--- config.mk ---
export PLATFORM = sky130hd
export DESIGN_NAME = vdp_pixel_out
export DESIGN_NICKNAME = d
export VERILOG_FILES = /design/src/hdl/vdp_pixel_out.sv
export SDC_FILE = /design/constraint.sdc
export NUM_CORES = 1
export LEC_CHECK = 0
export BUFFER_PORTS_ARGS = -buffer_cell sky130_fd_sc_hd__buf_2
export CAP_MARGIN = 20
export CORE_MARGIN = 8
export CORE_UTILIZATION = 45
export CTS_CLUSTER_SIZE = 24
export DETAILED_ROUTE_END_ITERATION = 6
export GPL_ROUTABILITY_DRIVEN = 0
export GPL_TIMING_DRIVEN = 1
export HOLD_SLACK_MARGIN = 0.03
export PLACE_DENSITY = 0.76
export SETUP_SLACK_MARGIN = 0.05
export SYNTH_ARGS = -nofsm -noshare
export SYNTH_HDL_FRONTEND = slang
export SYNTH_SLANG_ARGS = --single-unit
export TNS_END_PERCENT = 50
--- constraint.sdc ---
create_clock -name vclk -period 3.06 [get_ports vclk]
set_input_delay 0.153 -clock vclk [delete_from_list [all_inputs] [get_ports vclk]]
set_output_delay 0.153 -clock vclk [all_outputs]
set_load 0.005 [all_outputs]
--- src/hdl/vdp_pixel_out.sv ---
`timescale 1ns/1ps
`default_nettype none

module vdp_pixel_out (
    input  logic       vclk,
    input  logic       reset,
    input  logic [3:0] pix_idx,
    input  logic       de,
    input  logic       hsync,
    input  logic       vsync,
    input  logic [3:0] cram_addr,
    input  logic [5:0] cram_data,
    input  logic       cram_wren,
    output logic [3:0] vga_r,
    output logic [3:0] vga_g,
    output logic [3:0] vga_b,
    output logic       vga_de,
    output logic       vga_hsync,
    output logic       vga_vsync
);
    logic [5:0] cram [16];  // b 5:4, g 3:2, r 1:0
    logic [5:0] col_q;
    logic [2:0] ctl_d1;     // de, hsync, vsync
    logic [2:0] ctl_d2;

    always_ff @(posedge vclk or posedge reset) begin
        if (reset) begin
            for (int i = 0; i < 16; i++)
                cram[i] <= '0;
        end else if (cram_wren) begin
            cram[cram_addr] <= cram_data;
        end
    end

    always_ff @(posedge vclk)
        col_q <= cram[pix_idx];

    ////////////////////
    // Output stage
    ////////////////////
    always_ff @(posedge vclk or posedge reset) begin
        if (reset) begin
            ctl_d1    <= '0;
            ctl_d2    <= '0;
            vga_r     <= '0;
            vga_g     <= '0;
            vga_b     <= '0;
            vga_de    <= 1'b0;
            vga_hsync <= 1'b0;
            vga_vsync <= 1'b0;
        end else begin
            ctl_d1 <= {de, hsync, vsync};
            ctl_d2 <= ctl_d1;
            vga_de    <= ctl_d2[2];
            vga_hsync <= ctl_d2[1];
            vga_vsync <= ctl_d2[0];
            if (ctl_d2[2]) begin
                vga_r <= {col_q[1:0], col_q[1:0]};
                vga_g <= {col_q[3:2], col_q[3:2]};
                vga_b <= {col_q[5:4], col_q[5:4]};
            end else begin
                vga_r <= '0;  // Black outside the active area
                vga_g <= '0;
                vga_b <= '0;
            end
        end
    end

endmodule

`default_nettype wire

==> impl_metrics.yaml <==
clock_tree:
  cts_buffers: 17
  worstSkewPairLatency_ps: 520
  cts_buffer_depth: 2
  cts_num_sinks: 117
  cts_tree: "built"
  cts-root-buf: "clkbuf_8"
  cts_resized: 0
  path_clk_slew_ps: 60
  htreeDepth: 4
sta:
  maxSlewHeadroom: 0.445
  clock_skew_ps: 5.09
  whs_ps: 117
  max_freq_mhz: 753
  post-route-period-util: 0.434
  maxSlewViolCount: 0
  hold_viol: 0
  fin_ws_ps: 1730
  period_needed_ps: 1330
  tightest_slew_ps: 832
  setup_viol_count_final: 0
  rsz0062_at_grt: "false"
  setup_tns_ps: 0
finish:
  fill_cells: 845
  syn2layout_area_growth_pct: 18.1
  stdcell_count: 505
  antenna_cells: 0
  utilization: 0.545
  drive_gt1_frac: 0.512
  multi_input_area_um2: 2000
  nets: 372
  layout.area.seq_um2: 2900
yosys:
  syn_avg_cell_area_um2: 15.9
  synth_top_area_cell: "dfrtp_1"
  synthTopCellsByCount: "111 x dfrtp_1, 78 x mux2_2, 24 x mux4_2"
  syn_inst: 316
  yosysTopAreaCellShare: 0.552
  synthTopCellsByArea: "dfrtp_1 55%, mux2_2 17%, mux4_2 11%"
  synthesis.area_um2: 5030
  ys_types: 25
  yosys_most_used_dff: "dfrtp_1"
  synth_edf_count: 0
  synthesis.nets: 336
  yosysSeqAreaShare: 0.576
  synth_seq_cells: 117
  ys_async_sr_fraction: 0.949
  yosys_warnings: 0
  synth_most_common_cell: "dfrtp_1"
hold_path:
  hold_path_class: "input port to flop"
power:
  vdd_ir_drop_max_uv: 529
  power_leakage_uw: 0.00262
  power_density_nw_per_um2: 799
setup_path:
  crit_slowest_cell: "buf_2"
  r2r_end: "col_q[0]$_DFF_P_"
  cp.arrival_ps: 1730
  critPathMaxStageDelay_ps: 630
  critPathRequiredTime_ps: 3460
  r2r_start: "cram[24]$_DFFE_PP0P_"
  critPathTopFamily: "buffers and inverters"
  r2r_slack_ps: 1740
  cp-endpoint: "col_q[4]$_DFF_P_"
  crit_fanout: 24
  crit_buf_inv: 1
  cp-start-kind: "input port"
  cp_cell_sequence: "buf_2 -> mux4_2 -> a22oi_1 -> nand2_1"
  crit_path_end_kind: "flop"
  cp.depth: 4
  critical_path_class: "input port to flop"
  ff2ff_path_depth: 3
  worstSetupStartpoint: "pix_idx[0]"
drt:
  vias_per_cell: 5.58
  wl_um: 10400
  drc_errors: 0
  wl_met3_um: 524
  ant_nets: 0
  wl_per_cell_um: 20.6
  vias: 2816
  drt_iter0_drc: 185
  wl_met1_um: 4630
  top_layer: "met4"
  wl_met2_um: 5090
  dr.pass1.iters: 4
place:
  pre_cts_ws_ps: 1140
  io_buffers: 34
  dpl.cell_count: 469
  place_hpwl_um: 6890
die:
  start_util: 0.462
  die_h_um: 122
  die_w_um: 122
  core_area_um2: 10900
  rows: 38
  fp.dieArea_um2: 14800
  ioPinCount: 35
global_route:
  track_usage: 0.156
  grt_pass1_vias: 3109
  overflow: 0
  grt_pass1_wl_um: 17300
  antenna_found_initial: 0
  grt_start_max_net_pins: 63
run:
  cap_violations: 0
run_status:
  status: "complete, no violations"
-- how the worst min path moves through the flow --
stage	start	endpoint	slack (ps)	cells past startpoint
final	cram_data[5]	cram[35]$_DFFE_PP0P_	120	2
after global routing	cram_data[5]	cram[41]$_DFFE_PP0P_	120	2
after CTS	cram_data[4]	cram[88]$_DFFE_PP0P_	100	2
after detailed placement	reset	cram[30]$_DFFE_PP0P_	140	2
after global placement	reset	cram[30]$_DFFE_PP0P_	130	2
after floorplan	vsync	ctl_d1[0]$_DFF_PP0_	180	0
-- logic make-up after synthesis --
| logic type | synth area share |
|---|---|
| AND/OR/NAND/NOR | 0.0488 |
| multiplexers | 0.331 |
| flip-flops | 0.576 |
| buffers and inverters | 0.0256 |
| AO/OA/AOI/OAI | 0.0179 |
-- registers in the layout (all words and copies together) (netlist names) --
name,count
cram,96
col_q,6
ctl_d1,3
ctl_d2,3
vga_b,2
vga_g,2
vga_r,2
vga_de,1
vga_hsync,1
vga_vsync,1
-- per-layer routing --
| layer | GRT usage | vias up |
|---|---|---|
| met5 | 0 | - |
| met4 | 0.0532 | 0 |
| met3 | 0.0560 | 17 |
| met2 | 0.245 | 65 |
| met1 | 0.196 | 1503 |
| li1 | - | 1231 |
-- through the flow --
step	power (uW)	instance area, um2
final	4740	5940
after detailed placement	2740	5280
after floorplan	2550	5030
after global routing	4940	5940
after global placement	2690	5280
after CTS	4770	5940
-- layout by cell type (no fill, tap or decap), types with 4 or more instances in the layout --
master         netlist  final
a22oi_1             12     12
and2_1               7      7
buf_2                7     34
bufinv_16            0      4
clkbuf_16            0     16
clkinvlp_4           0      6
dfrtp_1            111    111
dfxtp_1              6      6
dlygate4sd3_1        0      4
mux2_1               6      6
mux2_2              78     78
mux2_4              12     12
mux4_2              24     24
nand2_1              9      9
nor2_1               7      7
-- timing repair --
| action | in CTS | in global routing |
|---|---|---|
| hold buffers | 4 | 0 |
| setup buffers | 0 | 0 |
| hold endpoints to repair | 76 | 0 |
-- worst reg2reg max path: stages, from the launching register on --
cell     delay (ps)
dfrtp_1         400
mux4_2          540
a22oi_1         200
nand2_1          60
-- layout make-up --
| cell class | instances | area share |
|---|---|---|
| Clock inverter | 13 | 0.0306 |
| Sequential cell | 117 | 0.488 |
| Tap cell | 140 | 0.0295 |
| Clock buffer | 19 | 0.0727 |
| Timing Repair Buffer | 40 | 0.0400 |
| Inverter | 2 | 0.00190 |
| Multi-Input combinational cell | 174 | 0.337 |
-- power breakdown --
part	internal (uW)	switching (uW)
logic	422	246
registers	1880	170
clock network	1340	683
total	3640	1100
Power figures use the tool's default switching activity.
