File: src/hdl/vdp_pkg.sv
`default_nettype none

package vdp_pkg;

    ////////////////////
    // Raster
    ////////////////////
    localparam int H_ACTIVE     = 256;  // Pixels
    localparam int H_TOTAL      = 342;
    localparam int H_SYNC_START = 272;
    localparam int H_SYNC_END   = 298;
    localparam int V_ACTIVE     = 192;  // Lines
    localparam int V_TOTAL      = 262;
    localparam int V_SYNC_START = 216;
    localparam int V_SYNC_END   = 219;
    localparam int VBLANK_LINE  = 192;

    // Access codes, top two bits of the second control byte
    localparam logic [1:0] CODE_VRAM_RD = 2'd0;
    localparam logic [1:0] CODE_VRAM_WR = 2'd1;
    localparam logic [1:0] CODE_REG_WR  = 2'd2;
    localparam logic [1:0] CODE_CRAM_WR = 2'd3;

    // Display register indices
    localparam logic [3:0] REG_MODE0    = 4'd0;
    localparam logic [3:0] REG_MODE1    = 4'd1;
    localparam logic [3:0] REG_NT_BASE  = 4'd2;
    localparam logic [3:0] REG_BACKDROP = 4'd7;
    localparam logic [3:0] REG_HSCROLL  = 4'd8;
    localparam logic [3:0] REG_VSCROLL  = 4'd9;
    localparam logic [3:0] REG_LINE_IRQ = 4'd10;

    typedef union packed {
        struct packed {
            logic [1:0] code;
            logic [5:0] addr_hi;  // Address bits 13:8
        } as_addr;
        struct packed {
            logic [1:0] code;
            logic [1:0] rsvd;
            logic [3:0] idx;
        } as_reg;
    } ctrl_byte_u;

endpackage

`default_nettype wire
File: src/hdl/vdp_timing.sv
`timescale 1ns/1ps
`default_nettype none

module vdp_timing (
    input  logic       vclk,
    input  logic       reset,
    output logic [8:0] hpos,
    output logic [8:0] vpos,
    output logic       de,
    output logic       hsync,
    output logic       vsync,
    output logic       line_start,
    output logic       fetch_start
);
    logic line_end;
    logic last_line;

    assign line_end  = hpos == 9'(vdp_pkg::H_TOTAL - 1);
    assign last_line = vpos == 9'(vdp_pkg::V_TOTAL - 1);

    always_ff @(posedge vclk or posedge reset) begin
        if (reset) begin
            hpos <= '0;
            vpos <= '0;
        end else if (line_end) begin
            hpos <= '0;
            vpos <= last_line ? 9'd0 : vpos + 9'd1;
        end else begin
            hpos <= hpos + 9'd1;
        end
    end

    assign de = hpos < 9'(vdp_pkg::H_ACTIVE) && vpos < 9'(vdp_pkg::V_ACTIVE);

    assign hsync = hpos >= 9'(vdp_pkg::H_SYNC_START) && hpos < 9'(vdp_pkg::H_SYNC_END);
    assign vsync = vpos >= 9'(vdp_pkg::V_SYNC_START) && vpos < 9'(vdp_pkg::V_SYNC_END);

    assign line_start = hpos == 9'd0;

    // Fetch for the following line, first blank pixel of the line before it
    assign fetch_start = hpos == 9'(vdp_pkg::H_ACTIVE)
                         && (last_line || vpos < 9'(vdp_pkg::V_ACTIVE - 1));

endmodule

`default_nettype wire

File: config.mk
export PLATFORM = sky130hd
export DESIGN_NAME = vdp_timing
export DESIGN_NICKNAME = d
export VERILOG_FILES = /design/src/hdl/vdp_pkg.sv /design/src/hdl/vdp_timing.sv
export SDC_FILE = /design/constraint.sdc
export NUM_CORES = 1
export LEC_CHECK = 0
export BUFFER_PORTS_ARGS = -buffer_cell sky130_fd_sc_hd__buf_2
export CAP_MARGIN = 0
export CORE_AREA = 2 2 55 57
export DETAILED_ROUTE_END_ITERATION = 8
export DIE_AREA = 0 0 57 59
export SLEW_MARGIN = 0
export SYNTH_ARGS = -nofsm -noshare
export SYNTH_HDL_FRONTEND = slang
export SYNTH_SLANG_ARGS = --single-unit
File: constraint.sdc
create_clock -name vclk -period 2.46 [get_ports vclk]
set_clock_uncertainty 0.1 [all_clocks]
set_input_delay 0.246 -clock vclk [delete_from_list [all_inputs] [get_ports vclk]]
set_output_delay 0.246 -clock vclk [all_outputs]
set_load 0.01 [all_outputs]
==> results of run 1 <==
==> power groups by stage <==
stage,Sequential [mW],Combinational (mW),Clock (mW)
2_1_floorplan,0.301,0.00445,0
3_3_place_gp,0.301,0.00701,0
3_5_place_dp,0.301,0.00711,0
4_1_cts,0.296,0.00829,0.191
5_1_grt,0.296,0.00942,0.201
6_report,0.296,0.00775,0.183
==> logic make-up (layout without fill, tap and decap cells) <==
| group | after synthesis | in the layout | synth area share [%] |
|---|---|---|---|
| compound gates | 13 | 13 | 7.110 |
| xor+xnor | 9 | 9 | 8.176 |
| fa+ha+maj | 6 | 6 | 7.109 |
| buf+inv | 12 | 38 | 4.739 |
| flops | 18 | 18 | 42.65 |
| mux | 2 | 2 | 2.014 |
| simple gates | 48 | 48 | 28.20 |
==> area by class of cell <==
cell class / instances / area (sq um) / share of cell area, %
timing repair buffer: 25 / 130.1 / 10.45
tap: 31 / 38.79 / 3.116
multi-input combinational: 78 / 555.5 / 44.62
sequential: 18 / 450.4 / 36.18
inverter: 9 / 33.78 / 2.714
clock buffer: 4 / 36.28 / 2.915
==> worst max path at each step <==
stage,endpoint,depth (start not counted)
after detailed placement,fetch_start,4
after CTS,fetch_start,4
final,fetch_start,4
after global placement,fetch_start,4
after global routing,fetch_start,4
after floorplan,fetch_start,3
==> synthesized netlist by cell type <==
cell type / count
a21oi_1: 2
or4_4: 1
and4b_4: 1
buf_2: 1
mux2_1: 1
and4_2: 1
o21ai_0: 7
ha_1: 6
and3_1: 2
a211oi_1: 1
nand4_1: 8
clkbuf_1: 1
or3_2: 1
inv_1: 9
nor2_1: 12
o21a_1: 1
a2111oi_0: 1
and3_2: 1
xor2_1: 2
and4_1: 3
xnor2_2: 1
nor4b_1: 1
and2_2: 1
dfrtp_1: 18
nand4_4: 1
nand2_1: 2
xnor2_1: 6
nand3_1: 12
a31oi_1: 1
mux2i_1: 1
buf_4: 1
nand4b_1: 1
==> state kept, by name, summed over array words and instances (netlist names) <==
signal	count
hpos	9
vpos	9
==> stage by stage <==
stage / power, mW / instance area (sq um) / instances
floorplan: 0.3059 / 1056 / 108
global placement: 0.3085 / 1199 / 160
detailed placement: 0.3086 / 1199 / 160
CTS: 0.4947 / 1245 / 165
global route: 0.5060 / 1245 / 165
finish: 0.4867 / 1245 / 165
==> layer usage <==
| metal | GRT usage [%] | vias up | share of wire [%] |
|---|---|---|---|
| li1 | - | 436 | - |
| met1 | 17.29 | 431 | 45 |
| met2 | 26.44 | 19 | 50 |
| met3 | 2.620 | 2 | 4.2 |
| met4 | 5.980 | 0 | 0.58 |
| met5 | 0 | - | 0 |
==> repair_timing <==
item                                   CTS  global route
gates resized for setup                  0             0
hold buffers                             1             0
endpoints found under the hold margin   18             0
==> out/qor.txt, run 1 <==
Register bit total from synthesis: 18
WL/cell: 13.61 microns
GRT Residual Overflow: 0
Layout cell share with drive strength beyond 1: 26.87%
CP top delay family: simple AND/OR/NAND/NOR gates
Total GRT Usage: 14.67%
Initial DRC Count: 21
Critical path type: reg2out
Die Area: 3363 sq um
Status: completed
Initial antenna violation count: 0
TritonCTS clock tree: done
Core area: 2710 sq um
Slew Viols, Final: 0
Crit end category: output pin
Syn Area/Cell: 9.778 sq um
Crit path max fanout: 8
Via count: 888
Worst Path Arrival: 1.91 ns
Vias in the first global route: 842
P&R area growth vs syn: 17.89%
Antenna-violating nets left: 0
Detailed Routing Iterations Pass 1: 4
Starting Density: 38.97%
Maximum clock path buffer count: 2
Crit path cell chain: nor4b_1 > a31oi_1 > a2111oi_0 > buf_2
HP Start: hpos[7]
Port bufs: 24
Slew @ Worst Pin: 0.7102 ns
Netlist cell types: 32
Most frequent cells in the layout: 24 x buf_2, 18 x dfrtp_1, 12 x nor2_1, 12 x nand3_1, 9 x inv_1
Final worst setup slack: 0.2024 ns
Clk sink count: 18
Synth Instances: 108
Clk Tree Root Cell: clkbuf_4
Synth area leaders: dfrtp_1 43%, ha_1 7.1%, nand3_1 5.7%
WHS: 0.4557 ns
NumNets Final: 143
Worst R2R Setup Slack: 0.59 ns
Reg power frac: 60.8%
Htree depth: 1
DRC: 0
Reg2reg end: vpos[3]
Number of post-CTS setup repair buffers: 0
RSZ-0062 raised after global routing: false
Die H: 59 microns
# rows: 19
Power Dens Cells: 391.0 nW/um^2
Fin crit share: 91.77%
Hold worst-path end: hpos[7]
Worst hold stages: 1
Final setup TNS: 0 ns
Worst slack after detailed placement: 0.5065 ns
Most common cell after layout, fill and taps aside: buf_2
Maximum operating frequency: 0.4430 GHz
Critical Path Start: vpos[3]
Sw frac: 20.40%
CP max stage cell: nor4b_1
Fin. Hold Viols: 0
Peak supply drop: 0.2359 mV
Diode count: 0
Max-slew headroom: 52.60%
Post-route minimum period: 2.258 ns
CP bufs+invs: 1
Setup violators final: 0
Worst EP required: 2.11 ns
First-pass GRT wire length: 3795 microns
I/O Pins: 25
Worst r2r src: hpos[2]
Largest net degree at the start of global routing: 19
Synthesized net count: 116
Final core utilization: 45.94%
Int Power: 0.3875 mW
Die X-Extent: 57 microns
Synth area leader: dfrtp_1
Combinational share of power: 1.6%
GP Congestion: 0.7693
Worst-path clk slew: 0.11 ns
Max Cap Viol: 0
Switching power total: 0.09928 mW
Yosys warning count: 0
DP HPWL: 1678 microns
Worst skew pair latency: 0.29 ns
Worst Reg-to-Reg Cells: 4
Filler cell count: 287
Worst Hold Class: reg2reg
Register area share after synthesis: 42.65%
Share of the synthesized area in the top cell type: 42.65%
Clock Power Share: 37.7%
Num CTS Buffers: 3
Crit start category: flip-flop
Vias per cell: 5.382
Slowest cell delay on critical path: 0.52 ns
Final WL: 2246 microns
Leak: 0.6028 nW
Cell area after synthesis: 1056 sq um
No activity file was read; power rests on OpenSTA's default activity.
==> inputs of run 2 (changes only) <==
- BUFFER_PORTS_ARGS: -buffer_cell sky130_fd_sc_hd__buf_2 -> default
- CORE_AREA: 2 2 55 57 -> 2 2 65 48
- DIE_AREA: 0 0 57 59 -> 0 0 67 50
- DONT_BUFFER_PORTS: default -> 1
==> run 2 against run 1 <==
Sequential power barely moved. Power increased by 11%. Combinational power is 11% lower. Maximum frequency is 0.18% lower. Worst setup slack worse by 0.0041 ns. Register-to-register slack got worse by 0.06 ns. Count of clock-buffer cells in the layout is the same. Global-route usage grew 0.86 points. Design area is 6.4% lower. Sequential share of layout area is 2.5 points higher. Cell count down 10%. Highest routed layer unchanged.
==> out/qor.txt, run 2 (synthesized netlist as in run 1, its figures left out) <==
Max-slew headroom: 54.11% (was 52.60%)
NumNets Final: 121 (was 143)
Final instance area: 1165 sq um (was 1245 sq um)
Worst-path clk slew: 0.07 ns (was 0.11 ns)
Fin. Hold Viols: 0 (unchanged)
Die H: 50 microns (was 59 microns)
CP bufs+invs: 1 (unchanged)
Maximum operating frequency: 0.4422 GHz (was 0.4430 GHz)
CP max stage cell: nor4b_1 (unchanged)
I/O Pins: 25 (unchanged)
Final WL: 2246 microns (unchanged)
Worst Path Arrival: 1.92 ns (was 1.91 ns)
Met3 WL post-DR: 140 microns (was 94 microns)
Num CTS Buffers: 3 (unchanged)
Core area: 2723 sq um (was 2710 sq um)
Clk sink count: 18 (unchanged)
Vias per cell: 5.615 (was 5.382)
Most common cell after layout, fill and taps aside: dfrtp_1 (was buf_2)
RSZ-0062 raised after global routing: false (unchanged)
Layout cell share with drive strength beyond 1: 12.50% (was 26.87%)
Multi-input gate area: 555.5 sq um (unchanged)
Worst r2r src: hpos[7] (was hpos[2])
TritonCTS clock tree: done (unchanged)
Total area of sequential cells: 450.4 sq um (unchanged)
Worst R2R Setup Slack: 0.53 ns (was 0.59 ns)
Port bufs: 0 (was 24)
Met1 WL: 1007 microns (was 1010 microns)
Filler cell count: 284 (was 287)
Final setup TNS: 0 ns (unchanged)
First-pass GRT wire length: 3870 microns (was 3795 microns)
Post-CTS sizing: 0 (unchanged)
Most frequent cells in the layout: 18 x dfrtp_1, 12 x nor2_1, 12 x nand3_1, 9 x inv_1, 8 x nand4_1 (was 24 x buf_2, 18 x dfrtp_1, 12 x nor2_1, 12 x nand3_1, 9 x inv_1)
Vias in the first global route: 782 (was 842)
Crit start category: flip-flop (unchanged)
Fin crit share: 91.94% (was 91.77%)
Reg2reg end: vpos[3] (unchanged)
Slowest cell delay on critical path: 0.51 ns (was 0.52 ns)
Critical Path Start: vpos[3] (unchanged)
Power Dens Cells: 464.7 nW/um^2 (was 391.0 nW/um^2)
Initial DRC Count: 67 (was 21)
Top Metal Used: met4 (unchanged)
WL/cell: 15.18 microns (was 13.61 microns)
Met2 WL post-DR: 1068 microns (was 1128 microns)
CP top delay family: simple AND/OR/NAND/NOR gates (unchanged)
Worst Reg-to-Reg Cells: 4 (unchanged)
Worst skew pair latency: 0.25 ns (was 0.29 ns)
Via count: 831 (was 888)
Dpl cell area: 1100 sq um (was 1199 sq um)
Crit path max fanout: 8 (unchanged)
Status: completed (unchanged)
Crit path cell chain: nor4b_1 > a31oi_1 > a2111oi_0 > buf_4 (was nor4b_1 > a31oi_1 > a2111oi_0 > buf_2)
Biggest regs: hpos (9), vpos (9) (unchanged)
Slew Viols, Final: 0 (unchanged)
Antenna-violating nets left: 0 (unchanged)
Max Cap Viol: 0 (unchanged)
Largest net degree at the start of global routing: 19 (unchanged)
Peak supply drop: 0.2876 mV (was 0.2359 mV)
Critical path type: reg2out (unchanged)
Setup violators final: 0 (unchanged)
Leak: 0.5021 nW (was 0.6028 nW)
Worst EP required: 2.11 ns (about the same)
Initial antenna violation count: 0 (unchanged)
Stages on worst setup path: 4 (unchanged)
Detailed Routing Iterations Pass 1: 4 (unchanged)
# rows: 16 (was 19)
Slew @ Worst Pin: 0.6876 ns (was 0.7102 ns)
GRT Residual Overflow: 0 (unchanged)
CP Capture Point: fetch_start (unchanged)
Clk Tree Root Cell: clkbuf_8 (was clkbuf_4)
Htree depth: 1 (unchanged)
Total GRT Usage: 15.54% (was 14.67%)
P&R area growth vs syn: 10.31% (was 17.89%)
Post-route minimum period: 2.262 ns (was 2.258 ns)
DRC: 0 (unchanged)
Starting Density: 38.79% (was 38.97%)
Die Area: 3350 sq um (was 3363 sq um)
DP HPWL: 1653 microns (was 1678 microns)
Crit end category: output pin (unchanged)
Worst Hold Class: in2async (was reg2reg)
Maximum clock path buffer count: 2 (unchanged)
Diode count: 0 (unchanged)
GP Congestion: 0.7713 (was 0.7693)
Die X-Extent: 67 microns (was 57 microns)
run 2: routing by layer:
layer,vias up,GRT usage (%)
met5,-,0
met4,0,5.102
met3,2,5.251
met2,24,23.60
met1,410,20.63
li1,395,-
run 2: worst min path at each step:
stage,start,end,slack [ns]
2_1_floorplan,reset,hpos[0],0.08
3_3_place_gp,reset,hpos[3],0.18
3_5_place_dp,reset,hpos[3],0.18
4_1_cts,reset,vpos[0],0.46
5_1_grt,reset,vpos[0],0.52
6_report,reset,vpos[0],0.43
run 2: what timing repair did:
item,4_1_cts,5_1_grt
endpoints found under the hold margin,18,0
hold buffers,1,0
setup buffers,0,0
run 2: final cells by class:
| type | instances | share of cell area [%] |
|---|---|---|
| multi-input cells | 78 | 47.69 |
| well taps | 36 | 3.867 |
| clock buffers | 4 | 4.726 |
| inverters | 9 | 2.900 |
| flip-flops and latches | 18 | 38.67 |
| repair buffers | 3 | 2.148 |
run 2: where the power goes:
| part | internal, mW | switching (mW) |
|---|---|---|
| clock network | 0.142 | 0.0964 |
| logic | 0.00115 | 0.00572 |
| registers | 0.296 | 0 |
run 2: through the flow:
step	setup slack, ns	utilization [%]	instances	total power [mW]	hold WS, ns
after floorplan	0.5211	-	108	0.3059	0.08457
after global placement	0.5773	40.40	143	0.3077	0.1811
after detailed placement	0.4733	40.40	143	0.3077	0.1785
after CTS	0.1881	42.78	148	0.5473	0.4562
after global routing	0.02231	42.78	148	0.5604	0.5160
final	0.1983	42.78	148	0.5413	0.4330
run 2: worst reg2reg max path, cell delays in order, from the launching register on:
cell and delay [ns]:
dfrtp_1 0.47, and4b_4 0.39, and4_2 0.38, nand4_1 0.15
mux2_1 0.33
