[config.mk]
export PLATFORM = sky130hd
export DESIGN_NAME = vdp_regs_flat
export DESIGN_NICKNAME = d
export VERILOG_FILES = /design/src/hdl/vdp_pkg.sv /design/src/hdl/vdp_ifs.sv /design/src/hdl/vdp_regs.sv /design/src/flat_wrapper.sv
export SDC_FILE = /design/constraint.sdc
export NUM_CORES = 1
export LEC_CHECK = 0
export ABC_AREA = 1
export ABC_CLOCK_PERIOD_IN_PS = 1800
export BUFFER_PORTS_ARGS = -buffer_cell sky130_fd_sc_hd__buf_2
export CAP_MARGIN = 5
export CORE_UTILIZATION = 51
export DETAILED_ROUTE_END_ITERATION = 12
export PLACE_DENSITY = 0.8
export SETUP_SLACK_MARGIN = 0.2
export SLEW_MARGIN = 20
export SYNTH_ARGS = -nofsm -noshare
export SYNTH_HDL_FRONTEND = slang
export SYNTH_SLANG_ARGS = --single-unit
[constraint.sdc]
create_clock -name vclk -period 1.8 [get_ports vclk]
set_clock_uncertainty 0.2 [all_clocks]
set_input_delay 0.09 -clock vclk [delete_from_list [all_inputs] [get_ports vclk]]
set_output_delay 0.09 -clock vclk [all_outputs]
set_load 0.05 [all_outputs]
[src/hdl/vdp_pkg.sv]
`default_nettype none

package vdp_pkg;

    ////////////////////
    // Raster
    ////////////////////
    localparam int H_ACTIVE     = 256;  // Pixels
    localparam int H_TOTAL      = 342;
    localparam int H_SYNC_START = 272;
    localparam int H_SYNC_END   = 298;
    localparam int V_ACTIVE     = 192;  // Lines
    localparam int V_TOTAL      = 262;
    localparam int V_SYNC_START = 216;
    localparam int V_SYNC_END   = 219;
    localparam int VBLANK_LINE  = 192;

    // Access codes, top two bits of the second control byte
    localparam logic [1:0] CODE_VRAM_RD = 2'd0;
    localparam logic [1:0] CODE_VRAM_WR = 2'd1;
    localparam logic [1:0] CODE_REG_WR  = 2'd2;
    localparam logic [1:0] CODE_CRAM_WR = 2'd3;

    // Display register indices
    localparam logic [3:0] REG_MODE0    = 4'd0;
    localparam logic [3:0] REG_MODE1    = 4'd1;
    localparam logic [3:0] REG_NT_BASE  = 4'd2;
    localparam logic [3:0] REG_BACKDROP = 4'd7;
    localparam logic [3:0] REG_HSCROLL  = 4'd8;
    localparam logic [3:0] REG_VSCROLL  = 4'd9;
    localparam logic [3:0] REG_LINE_IRQ = 4'd10;

    typedef union packed {
        struct packed {
            logic [1:0] code;
            logic [5:0] addr_hi;  // Address bits 13:8
        } as_addr;
        struct packed {
            logic [1:0] code;
            logic [1:0] rsvd;
            logic [3:0] idx;
        } as_reg;
    } ctrl_byte_u;

endpackage

`default_nettype wire
[src/hdl/vdp_ifs.sv]
`timescale 1ns/1ps
`default_nettype none

// Display settings from the register block to the video side
interface vdp_cfg_if;
    logic [7:0] hscroll;
    logic [7:0] vscroll;
    logic [2:0] nt_base;   // Word address bits 12:10
    logic [3:0] backdrop;
    logic       screen_en;

    modport ctrl   (output hscroll, vscroll, nt_base, backdrop, screen_en);
    modport render (input  hscroll, vscroll, nt_base, backdrop, screen_en);
endinterface

// Host byte port into VRAM
interface vdp_vram_if;
    logic [13:0] addr;
    logic [7:0]  wrdata;
    logic        wren;
    logic [7:0]  rddata;

    modport host (output addr, wrdata, wren, input rddata);
    modport mem  (input addr, wrdata, wren, output rddata);
endinterface

`default_nettype wire

[src/hdl/vdp_regs.sv]
`timescale 1ns/1ps
`default_nettype none

module vdp_regs (
    input  logic       vclk,
    input  logic       reset,
    input  logic       io_portsel,  // 0 data, 1 control
    input  logic [7:0] io_wrdata,
    input  logic       io_wren,
    input  logic       io_rddone,
    input  logic       line_start,
    input  logic [7:0] vpos,
    output logic [7:0] io_rddata,
    output logic       irq,
    output logic [3:0] cram_addr,
    output logic [5:0] cram_data,
    output logic       cram_wren,
    vdp_cfg_if.ctrl    cfg,
    vdp_vram_if.host   vram
);
    vdp_pkg::ctrl_byte_u cb;
    logic [1:0]  code;
    logic [13:0] addr;
    logic        toggle;       // Second control byte expected
    logic        reg_wr;
    logic        line_irq_en;
    logic        vblank_irq_en;
    logic [7:0]  line_irq_line;
    logic        vblank_pend;
    logic        line_pend;
    logic        past_active;  // Between vblank line and last line
    logic        line_hit;
    logic        ctrl_write;
    logic        data_write;
    logic        ctrl_rddone;
    logic        data_rddone;

    assign cb          = io_wrdata;
    assign ctrl_write  = io_wren && io_portsel;
    assign data_write  = io_wren && !io_portsel;
    assign ctrl_rddone = io_rddone && io_portsel;
    assign data_rddone = io_rddone && !io_portsel;
    assign reg_wr      = ctrl_write && toggle && cb.as_reg.code == vdp_pkg::CODE_REG_WR;

    // Line counter low byte aliases 0..5 after line 255
    assign line_hit = line_start && !past_active && vpos == line_irq_line
                      && line_irq_line < 8'(vdp_pkg::V_ACTIVE);

    ////////////////////
    // Address latch
    ////////////////////
    always_ff @(posedge vclk or posedge reset) begin
        if (reset) begin
            code        <= '0;
            addr        <= '0;
            toggle      <= 1'b0;
            vblank_pend <= 1'b0;
            line_pend   <= 1'b0;
            past_active <= 1'b0;
        end else begin
            if (ctrl_write) begin
                if (!toggle) begin
                    addr[7:0] <= io_wrdata;
                end else begin
                    code       <= cb.as_addr.code;
                    addr[13:8] <= cb.as_addr.addr_hi;
                end
                toggle <= !toggle;
            end else if (data_write || data_rddone) begin
                addr   <= addr + 14'd1;  // Auto increment
                toggle <= 1'b0;
            end

            if (ctrl_rddone) begin  // Status read
                toggle      <= 1'b0;
                vblank_pend <= 1'b0;
                line_pend   <= 1'b0;
            end

            if (line_start && vpos == 8'(vdp_pkg::VBLANK_LINE)) begin
                vblank_pend <= 1'b1;
                past_active <= 1'b1;
            end else if (line_start && vpos == 8'(vdp_pkg::V_TOTAL - 1)) begin
                past_active <= 1'b0;
            end
            if (line_hit)
                line_pend <= 1'b1;
        end
    end

    ////////////////////
    // Display registers
    ////////////////////
    always_ff @(posedge vclk or posedge reset) begin
        if (reset) begin
            line_irq_en   <= 1'b0;
            vblank_irq_en <= 1'b0;
            line_irq_line <= '0;
            cfg.screen_en <= 1'b0;
            cfg.nt_base   <= '0;
            cfg.backdrop  <= '0;
            cfg.hscroll   <= '0;
            cfg.vscroll   <= '0;
        end else if (reg_wr) begin
            // Data is the first byte, still in the address latch
            case (cb.as_reg.idx)
                vdp_pkg::REG_MODE0:    line_irq_en <= addr[4];
                vdp_pkg::REG_MODE1: begin
                    cfg.screen_en <= addr[6];
                    vblank_irq_en <= addr[5];
                end
                vdp_pkg::REG_NT_BASE:  cfg.nt_base   <= addr[3:1];
                vdp_pkg::REG_BACKDROP: cfg.backdrop  <= addr[3:0];
                vdp_pkg::REG_HSCROLL:  cfg.hscroll   <= addr[7:0];
                vdp_pkg::REG_VSCROLL:  cfg.vscroll   <= addr[7:0];
                vdp_pkg::REG_LINE_IRQ: line_irq_line <= addr[7:0];
                default: ;
            endcase
        end
    end

    assign vram.addr   = addr;
    assign vram.wrdata = io_wrdata;
    assign vram.wren   = data_write && code != vdp_pkg::CODE_CRAM_WR;

    assign cram_addr = addr[3:0];
    assign cram_data = io_wrdata[5:0];
    assign cram_wren = data_write && code == vdp_pkg::CODE_CRAM_WR;

    assign io_rddata = io_portsel ? {vblank_pend, 7'b0} : vram.rddata;
    assign irq       = (vblank_pend && vblank_irq_en) || (line_pend && line_irq_en);

endmodule

`default_nettype wire

[src/flat_wrapper.sv]
// flat-port wrapper written by rule: the top's interface ports become plain ports
module vdp_regs_flat 
  (vclk, reset, io_portsel, io_wrdata, io_wren, io_rddone, line_start, vpos, io_rddata, irq, cram_addr, cram_data, cram_wren, cfg_hscroll, cfg_vscroll, cfg_nt_base, cfg_backdrop, cfg_screen_en, vram_addr, vram_wrdata, vram_wren, vram_rddata);
  vdp_cfg_if cfg_i ();
  vdp_vram_if vram_i ();
  input  logic vclk;
  input  logic reset;
  input  logic io_portsel;
  input  logic [7:0] io_wrdata;
  input  logic io_wren;
  input  logic io_rddone;
  input  logic line_start;
  input  logic [7:0] vpos;
  output logic [7:0] io_rddata;
  output logic irq;
  output logic [3:0] cram_addr;
  output logic [5:0] cram_data;
  output logic cram_wren;
  output wire logic [$bits(cfg_i.hscroll)-1:0] cfg_hscroll;
  output wire logic [$bits(cfg_i.vscroll)-1:0] cfg_vscroll;
  output wire logic [$bits(cfg_i.nt_base)-1:0] cfg_nt_base;
  output wire logic [$bits(cfg_i.backdrop)-1:0] cfg_backdrop;
  output wire logic [$bits(cfg_i.screen_en)-1:0] cfg_screen_en;
  output wire logic [$bits(vram_i.addr)-1:0] vram_addr;
  output wire logic [$bits(vram_i.wrdata)-1:0] vram_wrdata;
  output wire logic [$bits(vram_i.wren)-1:0] vram_wren;
  input wire logic [$bits(vram_i.rddata)-1:0] vram_rddata;
  assign cfg_hscroll = cfg_i.hscroll;
  assign cfg_vscroll = cfg_i.vscroll;
  assign cfg_nt_base = cfg_i.nt_base;
  assign cfg_backdrop = cfg_i.backdrop;
  assign cfg_screen_en = cfg_i.screen_en;
  assign vram_addr = vram_i.addr;
  assign vram_wrdata = vram_i.wrdata;
  assign vram_wren = vram_i.wren;
  assign vram_i.rddata = vram_rddata;
  vdp_regs u_core (.vclk(vclk), .reset(reset), .io_portsel(io_portsel), .io_wrdata(io_wrdata), .io_wren(io_wren), .io_rddone(io_rddone), .line_start(line_start), .vpos(vpos), .io_rddata(io_rddata), .irq(irq), .cram_addr(cram_addr), .cram_data(cram_data), .cram_wren(cram_wren), .cfg(cfg_i), .vram(vram_i));
endmodule
==> metrics.txt <==
number of H-tree levels 2; number of routed nets with antenna violations 0; Chip Width 78.2 um; HPWL after DPL 5.23 mm; largest net degree at the start of global routing 37; count of placed standard cells including taps 520; slew margin rel. 68.7%; placeable core area 0.00554 mm^2; power per unit of standard cell area 1040 mW/mm^2; n_diodes 0; PortBufs 96; Syn Nets 399; Clock Sinks 54; cell chain of the critical path inv_2 > nor2_4 > nand2_4 > nor2_8 > buf_4 > nand3_4 > nand2_1 > o21ai_1; simple-gate area share of the yosys netlist 26.0%; TNS Setup 0 ns; portion of netlist area occupied by mux cells 0%; die area 0.00612 mm^2; Area Growth Syn to Fin 31.5%; number of global-route vias before repair 2542; number of search-and-repair iterations in the first detailed-routing pass 4; global-route wire length before repair 11.7 mm; failing checks hold timing; TritonCTS clock tree yes; routed length per instance 13.4 um; vias per inst 5.05; total routed wirelength 7.36 mm; area share of fa/ha/maj cells after synthesis 0.422%; FP Rows 27; worst vdd ir 0.822 mV; Hold Crit Depth 5; violation count after the first detailed-routing iteration 138; Min Clock Period, post-route 1.61 ns; required arrival time at the worst endpoint 1.79 ns; Mapped Cells 368; GR Util All Layers 24.4%; overall power of the completed layout 4.07 mW; cts bufs inserted 5; maximum capacitance violations 0; CP max stage cell dfrtp_1; count of filler cells inserted in the layout 436; Nets 509; residual overflow from global routing 0; footprint of the multi-input gates 0.00135 mm^2; summed instance area of the synthesized netlist 0.00296 mm^2; xor/xnor cell area share of the yosys netlist 1.48%; top-level port count 97; final cycle utilization of the critical path 89.4%; synthesis-stage register bit count 54; Worst-Margin Slew 0.469 ns; initial cell density of the core 53.5%; slowest cell delay on critical path 0.35 ns; outcome finished, violations left; data arrival at the endpoint of the critical path 1.60 ns; maximum fanout encountered on the critical timing path 16; number of design rule violations left after detail routing 0; Final Non-Filler Cells 551; y dimension of the die 78.2 um; cell area reported after detailed placement 0.00346 mm^2; final hold slack -0.0186 ns; buffer type at the clock tree root clkbuf_8; final instance area 0.00389 mm^2; final weighted congestion in routability-driven placement 0.816; depth of the worst register-to-register path 8; Pins Over Slew Limit 0; leakage power figure 2.10 nW; initial antenna violation count 0; Via Count 2785; post-CTS clock slew at the launch and capture registers of the worst setup and hold paths 0.10 ns; path type of the worst min-delay path in -> reg; clock network latency to the later pin of the worst-skew pair 0.31 ns; critical path class reg -> reg; type of element capturing the critical path register; flip-flop and latch area 0.00136 mm^2; count of distinct cell types in the synthesized netlist 33; largest family of logic cells by synthesized area simple AND/OR/NAND/NOR gates; top achievable clock speed 621 MHz; CTS max path bufs 2; Hold Fails Final Rpt 1; Syn Area/Cell 8.05 um^2; sequential element share of the synthesized area 45.6%; kind of launch point of the worst setup path register; final setup violation count 0; fraction of layout instances using a drive strength above 1 36.5%; Yosys warning total 0; RSZ-0062 raised after global routing true; share of the synthesized area in compound gates (AO/OA/AOI/OAI) 14.2%
## timing repair
action                                  4_1_cts  5_1_grt
resized for setup                             3       24
buffers inserted                              3        7
hold buffers                                 13        0
pin swaps                                     6       10
endpoints found under the setup margin       10       35
hold endpoints to repair                     66        0
cloned                                        0        1
## layout make-up
class | count | share of cell area, %
clock buffers | 6 | 2.12
multi-input cells | 243 | 34.7
repair buffers | 128 | 20.4
inverters | 46 | 4.53
clock inverters | 2 | 0.996
well taps | 72 | 2.31
flip-flops and latches | 54 | 35.0
## cells by family after synthesis
family                   count (synthesis)
AND/OR/NAND/NOR                        169
buffers and inverters                   71
AO/OA/AOI/OAI                           68
flip-flops                              54
XOR/XNOR                                 5
adder cells (fa/ha/maj)                  1
## final timing paths
path                                    endpoint  slack [ns]                  start
setup / recovery           u_core.cfg.vscroll[5]        0.19          u_core.toggle
hold / removal                    u_core.code[0]       -0.02             io_portsel
setup reg to reg           u_core.cfg.vscroll[5]        0.19          u_core.toggle
hold reg to reg            u_core.cfg.hscroll[2]        0.29  u_core.cfg.hscroll[2]
max in group asynchronous    u_core.vram.addr[1]        0.74                  reset
min in group asynchronous    u_core.vram.addr[9]        0.14                  reset
## stage by stage
stage               worst slack [ns]  utilization [%]
finish                         0.190             70.3
global route                   0.104             70.3
CTS                            0.203             67.8
detailed placement             0.140             62.5
global placement               0.204             62.5
floorplan                      0.163                -
## worst max-delay path, delay by kind of cell, from the launching register on
family / cells / cell delay, ns
AOI/OAI and AO/OA: 1 / 0.07
DFF: 1 / 0.35
buffers and inverters: 2 / 0.20
and+or+nand+nor: 5 / 0.68
## cells in the final DEF (no fill, tap or decap), types with 2 or more instances in the layout
| master | netlist | final |
|---|---|---|
| clkbuf_8 | 0 | 6 |
| nand4_1 | 8 | 8 |
| buf_4 | 19 | 17 |
| nor3_1 | 4 | 3 |
| o21bai_1 | 3 | 3 |
| nor2_2 | 0 | 2 |
| xor2_1 | 5 | 5 |
| dfrtp_1 | 54 | 45 |
| nor2_1 | 39 | 35 |
| inv_1 | 46 | 43 |
| dfrtp_2 | 0 | 9 |
| inv_2 | 0 | 2 |
| buf_2 | 2 | 96 |
| nand2_1 | 91 | 81 |
| a21oi_1 | 10 | 10 |
| nor2_4 | 1 | 3 |
| o21ai_0 | 24 | 19 |
| o21ai_2 | 15 | 15 |
| nand2_2 | 2 | 4 |
| o21ai_1 | 9 | 14 |
| buf_12 | 0 | 2 |
| nand3_1 | 17 | 17 |
| dlygate4sd3_1 | 0 | 12 |
| nand3_4 | 2 | 2 |
| nand2_4 | 0 | 8 |
## Yosys cell counts, drive strengths merged
library cell  count  area (um^2)
nand2            93          354
dfrtp            54         1350
o21ai            48          297
inv              46          173
nor2             41          178
buf              24          186
nand3            19          120
a21oi            10         50.1
nand4            10         83.8
xor2              5         43.8
nor3              4         20.0
o21bai            3         22.5
a22o              1         8.76
a22oi             1         7.51
a31oi             1         6.26
a32oi             1         8.76
clkbuf            1         3.75
ha                1         12.5
nor3b             1         7.51
nor4              1         6.26
o211ai            1         7.51
o21a              1         7.51
o22ai             1         6.26
## layer usage
layer  global-route usage (%)  vias to the layer above  wire length, um
li1                         -                     1391                -
met2                     43.0                       82             3760
met5                        0                        -                0
met3                     3.84                        9              359
met4                     6.30                        0               69
met1                     31.1                     1303             3180
## flip-flops by register name, indices dropped and copies added, names as in the netlist
register              cells
u_core.cfg.backdrop       4
u_core.cfg.vscroll        8
u_core.cfg.hscroll        8
u_core.line_irq_line      8
u_core.line_irq_en        1
u_core.toggle             1
u_core.vblank_pend        1
u_core.cfg.screen_en      1
u_core.cfg.nt_base        3
u_core.line_pend          1
u_core.vram.addr         14
u_core.past_active        1
u_core.code               2
u_core.vblank_irq_en      1
## power by group
part	total (mW)	internal, mW	switching (mW)
registers	1.53	1.36	0.175
clock network	0.861	0.458	0.403
logic	1.67	0.429	1.24
No activity file was read; power rests on OpenSTA's default activity.
